==> config.mk <==
export PLATFORM = sky130hd
export DESIGN_NAME = sram_port_arbiter
export DESIGN_NICKNAME = d
export VERILOG_FILES = /design/src/hw/axi_mem_pkg.sv /design/src/hw/sram_port_arbiter.sv
export SDC_FILE = /design/constraint.sdc
export NUM_CORES = 1
export LEC_CHECK = 0
export BUFFER_PORTS_ARGS = -buffer_cell sky130_fd_sc_hd__buf_2
export CAP_MARGIN = 20
export CELL_PAD_IN_SITES_DETAIL_PLACEMENT = 0
export CELL_PAD_IN_SITES_GLOBAL_PLACEMENT = 1
export CORE_AREA = 2 2 121 123
export CTS_BUF_LIST = sky130_fd_sc_hd__clkbuf_4 sky130_fd_sc_hd__clkbuf_8 sky130_fd_sc_hd__clkbuf_16
export CTS_CLUSTER_SIZE = 40
export DETAILED_ROUTE_END_ITERATION = 16
export DIE_AREA = 0 0 123 125
export PLACE_DENSITY_LB_ADDON = 0.1
export SLEW_MARGIN = 0
export SYNTH_ARGS = -nofsm -noshare
export SYNTH_HDL_FRONTEND = slang
export SYNTH_SLANG_ARGS = --single-unit
export TNS_END_PERCENT = 1
==> constraint.sdc <==
create_clock -name clk -period 1.4 [get_ports clk]
set_input_delay 0.07 -clock clk [delete_from_list [all_inputs] [get_ports clk]]
set_output_delay 0.07 -clock clk [all_outputs]
set_load 0.01 [all_outputs]
==> src/hw/axi_mem_pkg.sv <==
`default_nettype none

package axi_mem_pkg;

	// ------------------------------------------------------------
	// Widths
	// ------------------------------------------------------------
	localparam int AXI_ID_W   = 16;
	localparam int AXI_ADDR_W = 32;
	localparam int AXI_DATA_W = 64;
	localparam int AXI_USER_W = 10;
	localparam int AXI_STRB_W = AXI_DATA_W / 8;
	localparam int MEM_ADDR_W = 10;
	localparam int MEM_DEPTH  = 1 << MEM_ADDR_W;
	localparam int BEAT_CNT_W = 9;                 // One more than AWLEN.

	localparam logic [1:0] RESP_OKAY   = 2'd0;
	localparam logic [1:0] RESP_SLVERR = 2'd2;

	typedef enum logic [2:0] {
		IDLE,
		BURST,
		STALL,
		RESP,
		ERROR
	} wr_state_e;

	// ------------------------------------------------------------
	// Channel payloads
	// ------------------------------------------------------------
	typedef struct packed {
		logic [AXI_ID_W-1:0]   id;
		logic [AXI_ADDR_W-1:0] addr;
		logic [7:0]            len;
		logic [2:0]            size;
		logic [AXI_USER_W-1:0] user;
	} aw_req_t;

	typedef struct packed {
		logic [AXI_DATA_W-1:0] data;
		logic [AXI_STRB_W-1:0] strb;
		logic                  last;
	} w_beat_t;

	typedef struct packed {
		logic [AXI_ID_W-1:0]   id;
		logic [1:0]            resp;
		logic [AXI_USER_W-1:0] user;
	} b_resp_t;

	typedef struct packed {
		logic                  we;
		logic [MEM_ADDR_W-1:0] addr;
		logic [AXI_DATA_W-1:0] data;
		logic [AXI_STRB_W-1:0] be;                 // One bit per byte lane.
	} mem_req_t;

endpackage

`default_nettype wire
==> src/hw/sram_port_arbiter.sv <==
`timescale 1ns/10ps
`default_nettype none

module sram_port_arbiter (
	input  logic                               clk,
	input  logic                               rst_n,
	input  logic                               rd_req_i,
	input  logic [axi_mem_pkg::MEM_ADDR_W-1:0] rd_addr_i,
	input  axi_mem_pkg::mem_req_t              wr_i,
	input  logic                               wr_valid_i,
	output logic                               grant_o,
	output axi_mem_pkg::mem_req_t              mem_o,
	input  logic [axi_mem_pkg::AXI_DATA_W-1:0] q_i,
	output logic [axi_mem_pkg::AXI_DATA_W-1:0] rd_data_o,
	output logic                               rd_valid_o
);
	import axi_mem_pkg::*;

	logic rd_pend_q;

	assign grant_o = ~rd_req_i;                   // Reads always win.

	always_comb begin
		if (rd_req_i) begin
			mem_o.we   = 1'b0;
			mem_o.addr = rd_addr_i;
			mem_o.data = '0;
			mem_o.be   = '0;
		end else begin
			mem_o      = wr_i;
			mem_o.we   = wr_i.we & wr_valid_i;
		end
	end

	always_ff @(posedge clk or negedge rst_n) begin
		if (!rst_n)
			rd_pend_q <= 1'b0;
		else
			rd_pend_q <= rd_req_i;
	end

	assign rd_valid_o = rd_pend_q;
	assign rd_data_o  = rd_pend_q ? q_i : '0;

endmodule

`default_nettype wire

### After elaboration in Yosys (flattened, before gate mapping)

Cells that the tools add are included.

| word-level totals | value |
|---|---|
| flip-flop bits (word level) | 1 |
| input port bits | 161 |

| operators by class | value |
|---|---|
| multiplexer cells | 2 |
| bitwise logic cells | 2 |

Operator list:

| operator | number |
|---|---|
| $mux W83 | 1 |
| $mux W64 | 1 |
| $and A1 B1 Y1 | 1 |
| $not A1 Y1 | 1 |

### Depth between registers and ports, before layout

| logic depth | value |
|---|---|
| depth after elaboration | 2 |
| mapped depth | 3 |

### Worst setup path after synthesis

OpenSTA, ideal clock, no wires.

| timing path | value |
|---|---|
| path type | register to output |
| from | reg rd_pend_q, in the netlist rd_valid_o |
| to | out rd_data_o[10] (netlist name) |
| arrival time | 0.845 ns |
| required time | 1.330 ns |
| setup slack | 0.485 ns |
| stages on the path, launching flop included | 3 |
| path buffers | 1 |
| cell sequence | dfrtp_1 > clkbuf_2 > and2_1 |

| between the ends | value |
|---|---|
| longest elaborated chain between the ends | 1 |

Ends and longest elaborated chain:

| item | RTL line | RTL |
|---|---|---|
| from (decl) | sram_port_arbiter.sv:19 | `logic rd_pend_q;` |
| from (signal assigned) | sram_port_arbiter.sv:39 | `rd_pend_q <= rd_req_i;` |
| $mux W64 | sram_port_arbiter.sv:43 | `assign rd_data_o = rd_pend_q ? q_i : '0;` |
| to (decl) | sram_port_arbiter.sv:14 | `output logic [axi_mem_pkg::AXI_DATA_W-1:0] rd_data_o,` |

Every way passes these cells.

==> summary.txt <==
Drt
  • Detailed Route WL: 7502 µm
  • DRC Markers: 0
  • WL per Instance: 11.56 µm
  • Vias: roughly 2200
  • Antenna viol nets, final: 0
  • DRT iter0 DRCs: 22
  • Drt via density: between 3 and 4
  • Pre-antenna DRT Iters: 4

Yosys
  • Ranking of synthesized cells by area: nor2b_1, and2_1, mux2_4
  • Distinct cells, synth: 9
  • Number of synthesized flops with an enable pin: 0
  • Cell taking the most area after synthesis: nor2b_1
  • Syn nets: ~330
  • Area share of the largest cell type after synthesis: 39.74%
  • Avg Synthesized Cell Area: 6.912 µm²
  • Synthesized instance count: 164
  • Synth Area in XOR/XNOR: 0%
  • List of most frequent post-synthesis cells: nor2b_1, and2_1, mux2_4
  • Area share of fa/ha/maj cells after synthesis: 0%
  • Simple-Gate Fraction of Synth Area: around three quarters
  • Count leader, synth: nor2b_1
  • Sequential area share after synthesis: under 10%
  • Largest family of logic cells by synthesized area: simple AND/OR/NAND/NOR gates
  • #FFs+latches synth: 1
  • Synthesized area: 1134 µm²
  • Mux share of post-synthesis cell area: a little over an eighth
  • Synth Flop Type: dfrtp_1
  • Post-synth ARST share: 100.0%
  • Synth warn: 0
  • Fraction of the mapped netlist area in compound gates: 0%

Final layout
  • N_diodes: 0
  • Filler Cells Inserted: 1645
  • Nets: between 600 and 700
  • Layout cells sized above 1: 69.89%
  • Fin area: 2920 µm²
  • Area growth syn-to-layout: 157.6%
  • Max reg flops: 1
  • Final design utilization: 20.56%

Pwr
  • PnR Total Power: 863.6 µW
  • Pleak: roughly 1.8 nW
  • Max IR drop VDD: 0.07573 mV
  • Pwr per Cell Area: 295.7 nW/µm²

Setup path
  • Critical path peak fanout: 15
  • Worst path required time: 1330 ps
  • Crit path DAT: a little under 1000 ps
  • Slowest stage delay, CP: 300 ps
  • Critical-path cell list: buf_2, buf_12, mux2_4, buf_2
  • WP buf/inv: 3
  • Worst path slowest cell: mux2_4
  • CP dominant cell by count: buf_2
  • Startpoint Class: input pin
  • Setup crit end kind: primary output
  • Kind of critical path: input pin to primary output
  • Top Family by Delay on Critical Path: buffers and inverters

Timing
  • Final Hold Fails: 0
  • Tmin final: between 1000 and 1500 ps
  • Worst Max-Slew Pin Slew: 265.4 ps
  • Hold_ws: approximately 390 ps
  • RSZ-0062 raised after global routing: false
  • Period Utilization, post-route: between 70% and 80%
  • Fmax: 952.5 MHz
  • Slew Limit Fails: 0
  • Final setup viols: 0
  • Slew headroom: 82.31%
  • Sum Neg Setup Slack: 0 ps

Global route
  • Vias in the first global route: 2014
  • First-pass GRT wire length: 9936 µm
  • Initial antenna violation count: 0
  • GRT Overall Usage: between 8 and 9%
  • Largest net degree at the start of global routing: 66
  • Grt ovf: 0

Floorplanning
  • Initial Utilization: 7.981%
  • Die height: 125 µm
  • Die width: roughly 120 µm
  • Die area: 15380 µm²
  • # rows: 44
  • Core area: between 10000 and 15000 µm²
  • Ports: 310

Place
  • Gpl congestion: 0.6891
  • Post-DP Area: 2910 µm²
  • DP HPWL: 6624 µm
  • PortBufs: about 300

Run status
  • Status: complete, no violations

Clock tree
  • Setup bufs post-CTS: 0
  • Clock transition at the registers of the reported paths: 0 ps
  • Post-CTS Resized: 0

Min path
  • HP Class: input pin to async pin

Run
  • Max_cap viols: 0
==> cells in the final DEF (no fill, tap or decap), drive strengths merged <==
master,netlist,final
and2,64,64
and3b,1,1
buf,9,315
dfrtp,1,1
dlygate4sd3,0,1
inv,1,1
mux2,10,10
nor2b,72,72
==> metal layers <==
| layer | global-route usage [%] | part of all wire, % | vias up |
|---|---|---|---|
| met5 | 0 | 0 | - |
| met4 | 0 | 0 | 0 |
| met3 | 1.277 | 12 | 0 |
| met2 | 18.52 | 56 | 180 |
| met1 | 7.466 | 32 | 930 |
| li1 | - | - | 1092 |
==> stage by stage <==
step	std cells	worst slack, ps
global route	649	306.9
floorplan	164	485.4
detailed placement	648	338.9
finish	649	350.1
CTS	649	337.4
global placement	648	346.2
==> what timing repair did <==
item	CTS	global route
hold buffers	1	0
endpoints found under the hold margin	1	0
setup endpoints to repair	0	0
==> layout make-up <==
class                      count  area, µm²  share of cell area [%]
timing repair buffer         316       1652                   56.56
multi-input combinational    147       1010                   34.58
tap                          184      230.2                   7.883
sequential                     1      25.02                  0.8569
inverter                       1      3.754                  0.1285
==> power breakdown <==
| part | internal [mW] | leakage [nW] | switching (mW) |
|---|---|---|---|
| clock | 0 | 0 | 0 |
| combinational | 0.463 | 1.80 | 0.368 |
| sequential | 0.0309 | 0.0117 | 0.00113 |
| total | 0.494 | 1.82 | 0.369 |
==> path summary, 6_finish.rpt <==
| path | start | end | slack [ps] | cells past startpoint |
|---|---|---|---|---|
| setup / recovery | rd_req_i | mem_o[73] | 350 | 4 |
| hold / removal | rst_n | rd_valid_o$_DFF_PN0_ | 390 | 2 |
| max in group asynchronous | rst_n | rd_valid_o$_DFF_PN0_ | 930 | 2 |
| min in group clk | q_i[18] | rd_data_o[18] | 430 | 3 |
==> cell families (layout without fill, tap and decap cells) <==
family | count (synthesis) | in the layout
simple gates | 137 | 137
flops | 1 | 1
buf+inv | 16 | 317
mux | 10 | 10
(Power assumes the default switching activity.)
