**src/hw/axi_mem_pkg.sv**
```systemverilog
`default_nettype none

package axi_mem_pkg;

	// ------------------------------------------------------------
	// Widths
	// ------------------------------------------------------------
	localparam int AXI_ID_W   = 16;
	localparam int AXI_ADDR_W = 32;
	localparam int AXI_DATA_W = 64;
	localparam int AXI_USER_W = 10;
	localparam int AXI_STRB_W = AXI_DATA_W / 8;
	localparam int MEM_ADDR_W = 10;
	localparam int MEM_DEPTH  = 1 << MEM_ADDR_W;
	localparam int BEAT_CNT_W = 9;                 // One more than AWLEN.

	localparam logic [1:0] RESP_OKAY   = 2'd0;
	localparam logic [1:0] RESP_SLVERR = 2'd2;

	typedef enum logic [2:0] {
		IDLE,
		BURST,
		STALL,
		RESP,
		ERROR
	} wr_state_e;

	// ------------------------------------------------------------
	// Channel payloads
	// ------------------------------------------------------------
	typedef struct packed {
		logic [AXI_ID_W-1:0]   id;
		logic [AXI_ADDR_W-1:0] addr;
		logic [7:0]            len;
		logic [2:0]            size;
		logic [AXI_USER_W-1:0] user;
	} aw_req_t;

	typedef struct packed {
		logic [AXI_DATA_W-1:0] data;
		logic [AXI_STRB_W-1:0] strb;
		logic                  last;
	} w_beat_t;

	typedef struct packed {
		logic [AXI_ID_W-1:0]   id;
		logic [1:0]            resp;
		logic [AXI_USER_W-1:0] user;
	} b_resp_t;

	typedef struct packed {
		logic                  we;
		logic [MEM_ADDR_W-1:0] addr;
		logic [AXI_DATA_W-1:0] data;
		logic [AXI_STRB_W-1:0] be;                 // One bit per byte lane.
	} mem_req_t;

endpackage

`default_nettype wire
```
**src/hw/burst_beat_counter.sv**
```systemverilog
`timescale 1ns/10ps
`default_nettype none

module burst_beat_counter (
	input  logic                               clk,
	input  logic                               rst_n,
	input  logic                               load_i,
	input  logic                               step_i,
	input  logic [axi_mem_pkg::MEM_ADDR_W-1:0] base_addr_i,
	output logic [axi_mem_pkg::BEAT_CNT_W-1:0] beat_cnt_o,
	output logic [axi_mem_pkg::MEM_ADDR_W-1:0] word_addr_o
);
	import axi_mem_pkg::*;

	logic [BEAT_CNT_W-1:0] cnt_q;
	logic [MEM_ADDR_W-1:0] base_q;

	always_ff @(posedge clk or negedge rst_n) begin
		if (!rst_n) begin
			cnt_q <= '0;
		end else if (load_i) begin
			cnt_q <= step_i ? BEAT_CNT_W'(1) : '0;  // Beat 0 may go with AW.
		end else if (step_i) begin
			cnt_q <= cnt_q + 1'b1;
		end
	end

	always_ff @(posedge clk) begin
		if (load_i)
			base_q <= base_addr_i;
	end

	assign beat_cnt_o = cnt_q;

	// Wraps at the memory depth.
	assign word_addr_o = base_q + MEM_ADDR_W'(cnt_q);

endmodule

`default_nettype wire

```
**config.mk**
```make
export PLATFORM = sky130hd
export DESIGN_NAME = burst_beat_counter
export DESIGN_NICKNAME = d
export VERILOG_FILES = /design/src/hw/axi_mem_pkg.sv /design/src/hw/burst_beat_counter.sv
export SDC_FILE = /design/constraint.sdc
export NUM_CORES = 1
export LEC_CHECK = 0
export CAP_MARGIN = 5
export CELL_PAD_IN_SITES_DETAIL_PLACEMENT = 0
export CELL_PAD_IN_SITES_GLOBAL_PLACEMENT = 1
export CORE_MARGIN = 3
export CORE_UTILIZATION = 40
export DETAILED_ROUTE_END_ITERATION = 8
export DONT_BUFFER_PORTS = 1
export PLACE_DENSITY_LB_ADDON = 0.1
export SYNTH_ARGS = -nofsm -noshare
export SYNTH_HDL_FRONTEND = slang
export SYNTH_SLANG_ARGS = --single-unit
```
**constraint.sdc**
```tcl
create_clock -name clk -period 1.9 [get_ports clk]
set_input_delay 0 -clock clk [delete_from_list [all_inputs] [get_ports clk]]
set_output_delay 0 -clock clk [all_outputs]
set_load 0.02 [all_outputs]
```
After elaboration in Yosys (flattened, before gate mapping):

Index checks and enable logic that the tools add are counted.

* bits in registers: 19
* input port bits: 14
* logic and storage cells: 8

* $add $sub $neg: 2
* multiplexer cells: 3
* reductions and logical operators: 1

Operator list (count)
* 9-bit 2-to-1 mux: 2
* 10-bit by 9-bit adder with 10-bit output: 1
* 9-bit by 1-bit adder with 9-bit output, second input constant: 1
* 2-bit nonzero test: 1
* 1-bit 2-to-1 mux: 1

Depth between registers and ports, before layout:

* depth after elaboration: 3
* depth in mapped cells: 8
* depth with buffers taken out: 8

Worst setup path before layout:

OpenSTA, ideal clock, no wires.

* path kind: register to output
* start: reg cnt_q[2] (netlist: beat_cnt_o[2])
* end: out word_addr_o[9] in the netlist's numbering
* arrival: 1.981 ns
* required time: 1.900 ns
* slack: -0.081 ns
* stages on the path, launching flop included: 7
* path buffers: 0
* cell sequence: dfrtp_1 -> ha_1 -> and3_4 -> a2111oi_4 -> o21ai_1 -> a21oi_1 -> xnor2_1

* cells in the longest elaborated chain, start to end: 1

RTL lines
* start: declaration: line burst_beat_counter.sv:15 `logic [BEAT_CNT_W-1:0] cnt_q;`
* start signal: assignment: line burst_beat_counter.sv:22 `cnt_q <= step_i ? BEAT_CNT_W'(1) : '0;`
* start signal: assignment: line burst_beat_counter.sv:24 `cnt_q <= cnt_q + 1'b1;`
* 10-bit by 9-bit adder with 10-bit output: line burst_beat_counter.sv:36 `assign word_addr_o = base_q + MEM_ADDR_W'(cnt_q);`
* end: declaration: line burst_beat_counter.sv:11 `output logic [axi_mem_pkg::MEM_ADDR_W-1:0] word_addr_o`

No other way between the ends.

Final worst setup path:

Ends and elaborated chain as after synthesis.

==> metrics.txt <==
run status=complete, but fails checks; failing checks=negative setup slack; start point of the worst hold path=step_i; required time of the worst setup path=1900 ps; Final Hold Violating Endpoints=0; kind of critical path=reg2out; Setup WS post-layout=-239 ps; area used by sequential logic in the layout=528 um^2; summed instance area of the synthesized netlist=0.00111 mm^2; clock root buffer master=clkbuf_4; time the worst path needs with I/O delays and setup=2140 ps; area share of the leading cell type in the synthesized netlist=0.270; clock group share of total power=0.199; final cell count without fillers=161; die span in x=58.8 um; half-perimeter wire length of the detailed placement result=1780 um; Detailed Routing Iterations Pass 1=4; Final Skew=6.41 ps; worst slack, placed=-1.35 ps; cell type group with the largest total delay on the critical path=compound AO/OA/AOI/OAI gates; portion of the post-synthesis area used by sequential elements=0.472; share of flip-flops with an asynchronous set or reset after synthesis=0.474; RSZ-0062 raised after global routing=true; total core area=0.00257 mm^2; count of flip-flops with a built-in enable after synthesis=10; portion of the clock cycle consumed by the worst path in the final layout=1.13; final-report setup violation count=5; number of buffers added on ports=0; Remaining DRCs=0; register-to-register setup slack=250 ps; switching share of total power=0.300; maximum clock frequency=468 MHz; Final Wtd Congestion=0.712; total placed cells including tap cells=140; transition time at the pin with the least slew margin=769 ps; Slowest-stage cell, CP=dfrtp_2; placement row count=18; total of fill cells in the finished design=223; worst path bufs/invs=0; startpoint of the worst register-to-register path=beat_cnt_o[1]; overall die height=58.8 um; cell with the most instances after synthesis=nor2_1; count of mapped cells out of synthesis=97; number of synthesis warnings=0; total grt overflow=0; first-pass GRT wire length=3850 um; nets=157; initial drt markers=21; residual antenna-violating net count after detailed routing=0; leading cell types by count after synthesis=nor2_1 (11), edfxtp_1 (10), ha_1 (10), dfrtp_1 (9), xnor2_1 (9); Total Power=989 uW; switching pwr=297 uW; part of the power in combinational logic=0.318; mean post-synth cell area=11.5 um^2; number of ports placed on the die boundary=33; fraction of final layout cells sized beyond drive strength 1=0.366; CP Data Arrival Time=2140 ps; clock-pin slew reported for the worst setup and hold paths after clock tree synthesis=100 ps; highest cell delay on the worst timing path=420 ps; clock tree from TritonCTS=yes; synth top area cells=edfxtp_1 (27%), dfrtp_1 (20%), ha_1 (11%), xnor2_1 (7.1%), xor2_1 (4.7%); WL per Instance=14.6 um; critical path peak fanout=3; Max Root-Sink Buffers=2; critical path capture point type=primary output; Max transition margin=0.486; predominant post-synthesis flop cell=edfxtp_1; routed wire length=2350 um; overall die area=0.00345 mm^2; Hold Crit Class=in2reg; effective utilization at floorplan=0.434; Int Power=692 uW; minimum hold slack=18.7 ps; routed vias=832; crit path cell chain=ha_1 -> and3_4 -> a2111oi_4 -> o21ai_1 -> a21oi_2 -> xnor2_2; initial antenna violation count=0; maximum ir drop on the vdd rail=487 uV; global-route total usage across every layer=0.148; count of cell types in the netlist=29; number of global-route vias before repair=829; number of pins exceeding their max-slew limit in the final report=0; power per standard cell area=624 mW/mm^2; clock sink count=19; P_leak=0.000705 uW; maximum number of pins on one net before global-route repair=20; Area growth syn-to-layout=42.4%; n_diodes=0; insertion delay of the later-clocked pin in the worst-skew pair=290 ps; CTS H-tree lvls=1; number of vias per cell=5.17; Critical Path Source Type=flip-flop; max-capacitance violation count=0; sequential power share=0.483; post-synthesis cell type with the largest combined area=edfxtp_1; net count after synthesis=122; flip-flop and latch count after synthesis=19; number of CTS-inserted buffers=3; start point of the critical path=beat_cnt_o[2]; area of the multi-input gates=688 um^2
power by group through the flow:
stage               sequential, uW  combinational (uW)  clock, uW
detailed placement             484                 241          0
global placement               482                 240          0
finish                         477                 314        197
floorplan                      496                 165          0
CTS                            479                 305        208
global route                   481                 340        224
worst reg2reg max path: stages (launching register included):
cell and delay, ps:
dfrtp_1 410, buf_4 140, buf_6 110, buf_4 130
buf_4 160, ha_1 230, nand4_1 130, xor2_1 150
nor2_1 50
metrics by stage:
step	cell area, um^2	TNS (ps)	utilization
2_1_floorplan	1160	-26.6	-
3_3_place_gp	1300	0	0.507
3_5_place_dp	1300	-1.35	0.507
4_1_cts	1560	-952	0.608
5_1_grt	1590	-1550	0.617
6_report	1590	-871	0.617
state kept, by name (all words and copies together) (netlist names):
name and cells:
base_q 10, beat_cnt_o 9
final cells by class:
type,count,share of cell area
Timing Repair Buffer,32,0.177
Inverter,6,0.0158
Tap cell,30,0.0237
Sequential cell,19,0.333
Multi-Input combinational cell,70,0.434
Clock buffer,4,0.0166
timing repair:
action | in CTS | in global routing
resized for setup | 15 | 4
pin swaps | 6 | 4
setup buffers | 2 | 2
setup endpoints to repair | 5 | 6
gates cloned | 0 | 0
endpoints found under the hold margin | 38 | 0
hold buffers | 13 | 0
logic make-up (layout without fill, tap and decap cells):
kind of cell	Yosys count	count (layout)	share of synthesized area
xor+xnor	15	15	0.118
compound gates	16	16	0.121
mux	1	1	0.00899
simple gates	27	27	0.122
buf+inv	8	42	0.0270
fa+ha+maj	11	11	0.130
flops	19	19	0.472
final timing paths:
| check | to | depth (start not counted) |
|---|---|---|
| worst max-delay path | word_addr_o[9] | 6 |
| worst min-delay path | beat_cnt_o[3] | 3 |
| worst max register to register | beat_cnt_o[8] | 8 |
| worst min register to register | beat_cnt_o[2] | 3 |
| max in group asynchronous | beat_cnt_o[0] | 1 |
| min in group asynchronous | beat_cnt_o[4] | 1 |
cells in the final DEF (no fill, tap or decap), types with 2 or more instances in the layout:
master and count:
nor3_1 2, clkbuf_4 3, xor2_1 6, xnor2_2 3, dlygate4sd3_1 13, nand2_1 4, xnor2_4 2, nor2_1 10
nand4_1 4, dfrtp_2 2, buf_6 2, dfrtp_1 7, buf_4 17, xnor2_1 4, a21o_2 2, ha_4 3
ha_1 7, a21oi_1 3, a21oi_2 3, inv_1 3, inv_2 2, edfxtp_1 10
per-layer routing:
| metal | part of all wire | global-route usage |
|---|---|---|
| met1 | 0.46 | 0.207 |
| met2 | 0.46 | 0.219 |
| met5 | 0 | 0 |
| met4 | 0.013 | 0.0680 |
| met3 | 0.059 | 0.0285 |
Power figures use the tool's default switching activity.
