===== src/hw/axi_mem_pkg.sv =====
`default_nettype none

package axi_mem_pkg;

	// ------------------------------------------------------------
	// Widths
	// ------------------------------------------------------------
	localparam int AXI_ID_W   = 16;
	localparam int AXI_ADDR_W = 32;
	localparam int AXI_DATA_W = 64;
	localparam int AXI_USER_W = 10;
	localparam int AXI_STRB_W = AXI_DATA_W / 8;
	localparam int MEM_ADDR_W = 10;
	localparam int MEM_DEPTH  = 1 << MEM_ADDR_W;
	localparam int BEAT_CNT_W = 9;                 // One more than AWLEN.

	localparam logic [1:0] RESP_OKAY   = 2'd0;
	localparam logic [1:0] RESP_SLVERR = 2'd2;

	typedef enum logic [2:0] {
		IDLE,
		BURST,
		STALL,
		RESP,
		ERROR
	} wr_state_e;

	// ------------------------------------------------------------
	// Channel payloads
	// ------------------------------------------------------------
	typedef struct packed {
		logic [AXI_ID_W-1:0]   id;
		logic [AXI_ADDR_W-1:0] addr;
		logic [7:0]            len;
		logic [2:0]            size;
		logic [AXI_USER_W-1:0] user;
	} aw_req_t;

	typedef struct packed {
		logic [AXI_DATA_W-1:0] data;
		logic [AXI_STRB_W-1:0] strb;
		logic                  last;
	} w_beat_t;

	typedef struct packed {
		logic [AXI_ID_W-1:0]   id;
		logic [1:0]            resp;
		logic [AXI_USER_W-1:0] user;
	} b_resp_t;

	typedef struct packed {
		logic                  we;
		logic [MEM_ADDR_W-1:0] addr;
		logic [AXI_DATA_W-1:0] data;
		logic [AXI_STRB_W-1:0] be;                 // One bit per byte lane.
	} mem_req_t;

endpackage

`default_nettype wire

===== src/hw/axi_write_fsm.sv =====
`timescale 1ns/10ps
`default_nettype none

module axi_write_fsm (
	input  logic                                   clk,
	input  logic                                   rst_n,
	input  axi_mem_pkg::aw_req_t                   aw_i,
	input  logic                                   aw_valid_i,
	output logic                                   aw_ready_o,
	input  axi_mem_pkg::w_beat_t                   w_i,
	input  logic                                   w_valid_i,
	output logic                                   w_ready_o,
	output axi_mem_pkg::b_resp_t                   b_o,
	output logic                                   b_valid_o,
	input  logic                                   b_ready_i,
	output axi_mem_pkg::mem_req_t                  wr_o,
	output logic                                   wr_valid_o,
	input  logic                                   grant_i,
	output logic                                   cnt_load_o,
	output logic                                   cnt_step_o,
	output logic [axi_mem_pkg::MEM_ADDR_W-1:0]     base_addr_o,
	input  logic [axi_mem_pkg::BEAT_CNT_W-1:0]     beat_cnt_i,
	input  logic [axi_mem_pkg::MEM_ADDR_W-1:0]     word_addr_i
);
	import axi_mem_pkg::*;

	wr_state_e  state_q;
	wr_state_e  state_d;
	logic [1:0] resp_q;
	logic [1:0] resp_d;
	aw_req_t    aw_q;
	logic       aw_hs;
	logic       w_hs;
	logic       beat_hs;
	logic       last_beat;

	// ------------------------------------------------------------
	// Handshakes
	// ------------------------------------------------------------
	assign aw_ready_o = (state_q == IDLE) || ((state_q == RESP) && b_ready_i);

	always_comb begin
		case (state_q)
			IDLE:                w_ready_o = grant_i & aw_valid_i;  // First beat rides with AW.
			BURST, STALL, ERROR: w_ready_o = grant_i;
			default:             w_ready_o = 1'b0;
		endcase
	end

	assign aw_hs   = aw_valid_i & aw_ready_o;
	assign w_hs    = w_valid_i & w_ready_o;
	assign beat_hs = w_hs & (state_q != ERROR);   // Error beat is dropped.

	// Beat 0 is judged on the live AW, later beats on the captured length.
	assign last_beat = (state_q == IDLE) ? (aw_i.len == 8'd0) :
		(beat_cnt_i == BEAT_CNT_W'(aw_q.len));

	// ------------------------------------------------------------
	// Counter and memory request
	// ------------------------------------------------------------
	assign base_addr_o = aw_i.addr[3 +: MEM_ADDR_W];
	assign cnt_load_o  = aw_hs;
	assign cnt_step_o  = beat_hs;

	assign wr_valid_o = beat_hs;
	assign wr_o.we    = 1'b1;
	assign wr_o.addr  = (state_q == IDLE) ? base_addr_o : word_addr_i;
	assign wr_o.data  = w_i.data;
	assign wr_o.be    = w_i.strb;

	assign b_valid_o = (state_q == RESP);
	assign b_o.id    = aw_q.id;
	assign b_o.resp  = resp_q;
	assign b_o.user  = aw_q.user;

	// ------------------------------------------------------------
	// Next state
	// ------------------------------------------------------------
	always_comb begin
		state_d = state_q;
		resp_d  = resp_q;
		case (state_q)
			IDLE: begin
				if (aw_hs)
					state_d = w_hs ? BURST : STALL;
			end
			BURST, STALL: begin
				state_d = w_hs ? BURST : STALL;
			end
			ERROR: begin
				if (w_hs) begin
					state_d = RESP;
					resp_d  = RESP_SLVERR;
				end
			end
			RESP: begin
				if (b_ready_i)
					state_d = aw_valid_i ? STALL : IDLE;  // Back-to-back burst.
			end
			default: state_d = IDLE;
		endcase
		if (beat_hs && last_beat) begin
			state_d = w_i.last ? RESP : ERROR;
			resp_d  = RESP_OKAY;
		end
	end

	always_ff @(posedge clk or negedge rst_n) begin
		if (!rst_n) begin
			state_q <= IDLE;
			resp_q  <= RESP_OKAY;
		end else begin
			state_q <= state_d;
			resp_q  <= resp_d;
		end
	end

	always_ff @(posedge clk) begin
		if (aw_hs)
			aw_q <= aw_i;                         // Size is kept but not acted on.
	end

endmodule

`default_nettype wire


===== config.mk =====
export PLATFORM = sky130hd
export DESIGN_NAME = axi_write_fsm
export DESIGN_NICKNAME = d
export VERILOG_FILES = /design/src/hw/axi_mem_pkg.sv /design/src/hw/axi_write_fsm.sv
export SDC_FILE = /design/constraint.sdc
export NUM_CORES = 1
export LEC_CHECK = 0
export BUFFER_PORTS_ARGS = -buffer_cell sky130_fd_sc_hd__buf_2
export CORE_AREA = 5 5 109 111
export CTS_CLUSTER_SIZE = 16
export DETAILED_ROUTE_END_ITERATION = 7
export DIE_AREA = 0 0 114 116
export MAX_ROUTING_LAYER = met4
export SLEW_MARGIN = 20
export SYNTH_ARGS = -nofsm -noshare
export SYNTH_HDL_FRONTEND = slang
export SYNTH_SLANG_ARGS = --single-unit
export TNS_END_PERCENT = 50

===== constraint.sdc =====
create_clock -name clk -period 2.1 [get_ports clk]
set_clock_uncertainty 0.1 [all_clocks]
set_input_delay 0.105 -clock clk [delete_from_list [all_inputs] [get_ports clk]]
set_output_delay 0.105 -clock clk [all_outputs]
set_load 0.02 [all_outputs]

# Word-level counts from Yosys, hierarchy flattened
# Cells that the tools add are included.
# word_totals
register_bits	39
input_bits	167
output_inout_bits	127
wordCells	43
# classes
n_eq_ne	9
n_mux	14
bitwise	4
n_reduce_logical	11
# ops
op	count
two-way mux 3 bit	5
one-hot mux 3 bit (4 select lines)	1
two-way mux 10 bit	1
two-way mux 2 bit	5
== test 9 x 8 -> 1 bit	1
logical NOT 8 bit	1
== test 3 x 2 -> 1 bit, second input constant	2
inequality test 3 bit, second input constant	2
bitwise AND 1 bit	4
nonzero test 2 bit	2
== test 3 x 1 -> 1 bit, second input constant	1
== test 3 bit, second input constant	1
logical NOT 3 bit	1
inequality test 3 x 1 -> 1 bit, second input constant	1
inequality test 3 x 2 -> 1 bit, second input constant	1
AND reduction 3 bit	1
OR reduction 3 bit	1
logical AND 1 bit	2
one-hot mux 1 bit (2 select lines)	1
AND reduction 2 bit	1
OR reduction 2 bit	1
logical OR 1 bit	1
two-way mux 1 bit	1

# Longest topological paths before layout
# depth
word_depth	8
ltp_mapped	6
depth_no_buf	5

# Least setup slack after synthesis
# OpenSTA, ideal clock, no wires.
# synth_path
kind	register -> register
start	reg state_q[1]
end	reg aw_q[13] (netlist name) (enable)
setup_ns	0.379
arrival_time_ns	1.919
t_required_ns	1.621
setup_slack_ns	-0.299
path_stages_with_launch	7
path_buffers	1
synth_period_minus_slack_ns	2.399
path_cell_list	dfrtp_1 -> buf_4 -> nand2_1 -> nor2_1 -> nand2_1 -> nand2_1 -> and2_2
# synth_via
elab_chain_cells	4
word_cells_on_any_way	5
classes_between	eq/ne: 1; bitwise: 1; reduce/logical: 3
# synth_lines
item	line_no	text
start, declared	axi_write_fsm.sv:27	wr_state_e state_q;
start signal, assigned	axi_write_fsm.sv:113	state_q <= state_d;
== test 3 x 2 -> 1 bit	n/a	
named net b_valid_o	axi_write_fsm.sv:14	output logic b_valid_o,
logical AND 1 bit	axi_write_fsm.sv:40	assign aw_ready_o = (state_q == IDLE) || ((state_q == RESP) && b_ready_i);
logical OR 1 bit	axi_write_fsm.sv:40	
named net aw_ready_o	axi_write_fsm.sv:9	output logic aw_ready_o,
bitwise AND 1 bit	axi_write_fsm.sv:50	assign aw_hs = aw_valid_i & aw_ready_o;
named net cnt_load_o	axi_write_fsm.sv:19	output logic cnt_load_o,
end signal, assigned	axi_write_fsm.sv:120	aw_q <= aw_i;
end, declared	axi_write_fsm.sv:31	aw_req_t aw_q;
# The timed path passes the listed nets, and every way through them passes these cells.
# A chain may end at the register's enable or synchronous reset.

# Worst setup path in the final report
# layout_path
start	reg state_q[1]
end	out cnt_load_o
# layout_via
elab_chain_cells	4
word_cells_on_any_way	5
classes_between	eq/ne: 1; bitwise: 1; reduce/logical: 3
# layout_lines
item	line_no
== test 3 x 2 -> 1 bit	axi_write_fsm.sv:40
logical AND 1 bit	axi_write_fsm.sv:40
logical OR 1 bit *	axi_write_fsm.sv:40
bitwise AND 1 bit *	axi_write_fsm.sv:50
end, declared	axi_write_fsm.sv:19
# Every way passes the cells marked *; elsewhere a longest branch is shown, timed or not.

==> results.md <==
Placed design:
- The global placement routability congestion is 0.7905.
- The count of buffers from port buffering is 122.
- Detailed placement ended at an HPWL of 7546 microns.
- Before CTS, the worst setup slack after placement is 0.2177 ns.

Global routing:
- The global-route usage over all layers is 12.98%.
- For this run the aggregate overflow at the end of global routing stands at 0.
- The initial antenna violation count is 1.
- The wire length of the first global-routing pass is 11940 microns.
- Entering global routing, the biggest net connects 19 pins.
- The number of global-route vias before repair came to 1897.

Yosys:
- The average size of a mapped cell is 10.03 sq um.
- The post-synthesis register bit count is 38.
- The netlist area before placement is 2527 sq um.
- The cell count after synthesis is 252.
- The warning count from the yosys run is 0.
- The number of nets handed over by synthesis was 419.
- Synthesis instantiated 37 different standard cells from the library.
- Sequential elements use 44.36% of the synthesized area.

Route:
- The final route contains 1840 vias.
- For this run, design rule violations remaining after detail routing come to 0.
- The count of routing violations after the opening detailed-route iteration is 114.
- The final wirelength is 9063 microns.
- The mean number of vias per cell is 4.116.
- The post-detailed-route count of antenna-violating nets is 0.
- The mean routed wirelength per cell is 20.28 microns.
- The pre-antenna-repair detailed-routing pass consisted of 4 iterations.

Critical path:
- Measured in cells, the most critical reg-to-reg path has a length of 5.
- The worst register-to-register path ends at b_o[17]$_DFFE_PP_.
- The critical path start-end classification is flip-flop to primary output.
- For the worst setup path, the data required time is 1.89 ns.
- The worst reg2reg path startpoint is state_q[1]$_DFFE_PN0P_.
- The highest net fanout along the worst path is 18.
- The worst setup path is captured at a primary output.
- For the worst setup path, the data arrival time is 1.74 ns.
- The minimum setup slack among reg-to-reg paths is 0.32 ns.
- The sort of element at the start of the critical path is a flip-flop.

Floorplanning:
- The floorplan die width is 114 microns.
- The floorplan has 38 rows.
- The effective utilization at floorplan is 23.63%.
- The I/O pin count is 294.
- The total core area is 10700 sq um.
- The die area is 13220 sq um.
- The die span in y is 116 microns.

Power and ir drop:
- The switching power is 1.321 mW.
- The internal power of the cells totals 1.775 mW.
- The overall power is 3.095 mW.
- The total power divided by cell area is 1050 nW/um^2.
- Across the VDD grid, the largest voltage drop is 0.4492 mV.
- The part of the total power dissipated in the clock network is 15.4%.
- Combinational logic burns 47.0% of the power.
- Of the total power, registers draw 37.7%.
- The net switching share of the total power is 42.67%.
- In this run the static leakage power is 1.317 nW.

Cells and area:
- The commonest non-fill, non-tap cell in the layout is sky130_fd_sc_hd__buf_2.
- In the layout the commonest cells are sky130_fd_sc_hd__buf_2 (122), sky130_fd_sc_hd__nand2_1 (39), sky130_fd_sc_hd__dlygate4sd3_1 (35).
- The layout cell share with drive strength beyond 1 is 47.39%.
- The signed area change from the synthesized netlist to the final layout is 16.63%.
- The utilization of the core after routing is 27.56%.
- The post-layout net count is 472.

STA:
- Based on the critical path, the design can be clocked at up to 514.6 MHz.
- The post-route fraction of the period consumed by the critical path is 92.53%.
- Across all setup checks in the final design, the least slack found is 0.1568 ns.
- The total count of max-transition violations in the final report is 0.
- The final hold violation count is 0.
- The clock period could shrink to 1.943 ns.
- The total of endpoints with negative setup slack in the final report is 0.
- Setup repair after global routing left no endpoint under its margin.
- The final-layout setup total negative slack is 0 ns.

Clocking:
- The number of buffers on the longest clock path is 2.
- The buffer cell driving the clock tree root is sky130_fd_sc_hd__clkbuf_8.
- The insertion delay to the later sink of the worst-skew pair is 0.28 ns.
- The H-tree was split into 2 levels.
- TritonCTS built the clock tree.
- The number of buffers created by CTS is 5.
- The clock drives 38 sinks.
- After clock tree synthesis, the clock-pin slew on the worst setup and hold paths is 0.07 ns.

Worst hold path:
- Counting instances, the worst hold path has a depth of 3.
- The class of the tightest hold or removal check is input pin to flip-flop.
- For hold timing, the worst endpoint is state_q[0]$_DFFE_PN0P_.
- In this run the most critical hold path is launched from w_i[0].

Status:
- The flow ran to the end, and the final reports show no timing, DRC or antenna violations.

Run:
- The reported max-cap violation count is 0.
## final cells by class
class / count / area, sq um
Fill cell: 1105 / 7750
Sequential cell: 38 / 1125
Timing Repair Buffer: 161 / 991.0
Multi-Input combinational cell: 90 / 535.5
Tap cell: 140 / 175.2
Clock buffer: 5 / 68.82
Inverter: 9 / 33.78
Clock inverter: 3 / 16.27
Antenna cell: 1 / 2.502
## kinds of logic after synthesis
group           synth area share (%)
compound gates                 7.773
mux                           0.3961
other cells                   0.2971
buf+inv                        35.35
xor+xnor                       1.733
flops                          44.36
simple gates                   10.10
## registers in the layout, summed over array words and instances (netlist names)
register / flops
b_o: 26
aw_q: 8
state_q: 3
resp_q: 1
## cells in the mapped netlist
cell / instances / area share [%]
sky130_fd_sc_hd__buf_4: 112 / 33
sky130_fd_sc_hd__nand2_1: 39 / 5.8
sky130_fd_sc_hd__edfxtp_1: 34 / 40
sky130_fd_sc_hd__inv_1: 8 / 1.2
sky130_fd_sc_hd__o21ai_0: 8 / 1.6
sky130_fd_sc_hd__a21oi_1: 4 / 0.79
sky130_fd_sc_hd__dfrtp_1: 4 / 4.0
sky130_fd_sc_hd__xor2_1: 4 / 1.4
sky130_fd_sc_hd__buf_2: 3 / 0.59
sky130_fd_sc_hd__nor4_1: 3 / 0.74
sky130_fd_sc_hd__conb_1: 2 / 0.30
sky130_fd_sc_hd__nand3_1: 2 / 0.40
sky130_fd_sc_hd__nor2_1: 2 / 0.30
sky130_fd_sc_hd__nor2b_1: 2 / 0.49
sky130_fd_sc_hd__nor3_1: 2 / 0.40
sky130_fd_sc_hd__nor3b_1: 2 / 0.59
sky130_fd_sc_hd__a2111oi_0: 1 / 0.35
sky130_fd_sc_hd__a2111oi_4: 1 / 1.1
sky130_fd_sc_hd__a211o_1: 1 / 0.35
sky130_fd_sc_hd__a21o_1: 1 / 0.30
sky130_fd_sc_hd__a222oi_1: 1 / 0.40
sky130_fd_sc_hd__a311oi_1: 1 / 0.35
sky130_fd_sc_hd__and2_2: 1 / 0.30
sky130_fd_sc_hd__clkbuf_1: 1 / 0.15
sky130_fd_sc_hd__inv_2: 1 / 0.15
sky130_fd_sc_hd__mux2i_1: 1 / 0.40
sky130_fd_sc_hd__nand4_1: 1 / 0.25
sky130_fd_sc_hd__nor2_4: 1 / 0.45
sky130_fd_sc_hd__nor3_2: 1 / 0.40
sky130_fd_sc_hd__o2111a_1: 1 / 0.45
sky130_fd_sc_hd__o211a_1: 1 / 0.40
sky130_fd_sc_hd__o211ai_1: 1 / 0.30
sky130_fd_sc_hd__o22a_1: 1 / 0.35
sky130_fd_sc_hd__o22ai_1: 1 / 0.25
sky130_fd_sc_hd__o22ai_2: 1 / 0.49
sky130_fd_sc_hd__o2bb2ai_1: 1 / 0.35
sky130_fd_sc_hd__xnor2_1: 1 / 0.35
## worst max-delay path: stages, from the launching register on
cell and delay (ns):
sky130_fd_sc_hd__dfrtp_2 0.48, sky130_fd_sc_hd__nand2_1 0.15, sky130_fd_sc_hd__nor2_2 0.12, sky130_fd_sc_hd__nand2_1 0.06, sky130_fd_sc_hd__nand2_1 0.11, sky130_fd_sc_hd__and2_4 0.31, sky130_fd_sc_hd__buf_2 0.22
## timing repair
action,CTS,global route
pin swaps,0,0
gates resized for setup,1,4
hold buffers,35,0
hold endpoints to repair,38,0
gates cloned,1,0
endpoints found under the setup margin,11,9
buffers inserted,0,0
## power groups by stage
stage               sequential (mW)  clock, mW  combinational, mW
global placement               1.16          0               1.40
floorplan                      1.11          0               1.23
global route                   1.19      0.532               1.58
CTS                            1.16      0.493               1.48
finish                         1.17      0.475               1.45
detailed placement             1.17          0               1.41
## layer usage
metal	up-vias	track usage (%)	routed length (microns)	part of all wire, %
li1	835	-	-	-
met1	826	9.249	2274	25
met2	165	26.54	5236	58
met3	14	7.833	1460	16
met4	0	2.454	92	1.0
met5	-	-	0	0
## per-stage QoR
| step | hold WS [ns] | area, sq um | cells |
|---|---|---|---|
| finish | 0.02336 | 2948 | 447 |
| CTS | 0.006642 | 2935 | 446 |
| detailed placement | -0.1813 | 2487 | 402 |
| global placement | -0.1857 | 2487 | 402 |
| floorplan | -0.2906 | 2531 | 252 |
| global route | 0.03060 | 2948 | 447 |
## how the worst max path moves through the flow
stage                                start                  to  slack, ns
finish              state_q[1]$_DFFE_PN0P_          cnt_load_o       0.16
global route        state_q[0]$_DFFE_PN0P_            wr_o[78]       0.06
CTS                 state_q[0]$_DFFE_PN0P_            wr_o[73]       0.03
detailed placement  state_q[0]$_DFFE_PN0P_            wr_o[73]       0.22
global placement    state_q[0]$_DFFE_PN0P_            wr_o[73]       0.20
floorplan           state_q[1]$_DFFE_PN0P_  aw_q[13]$_DFFE_PP_       0.02
No activity file was read; power rests on OpenSTA's default activity.
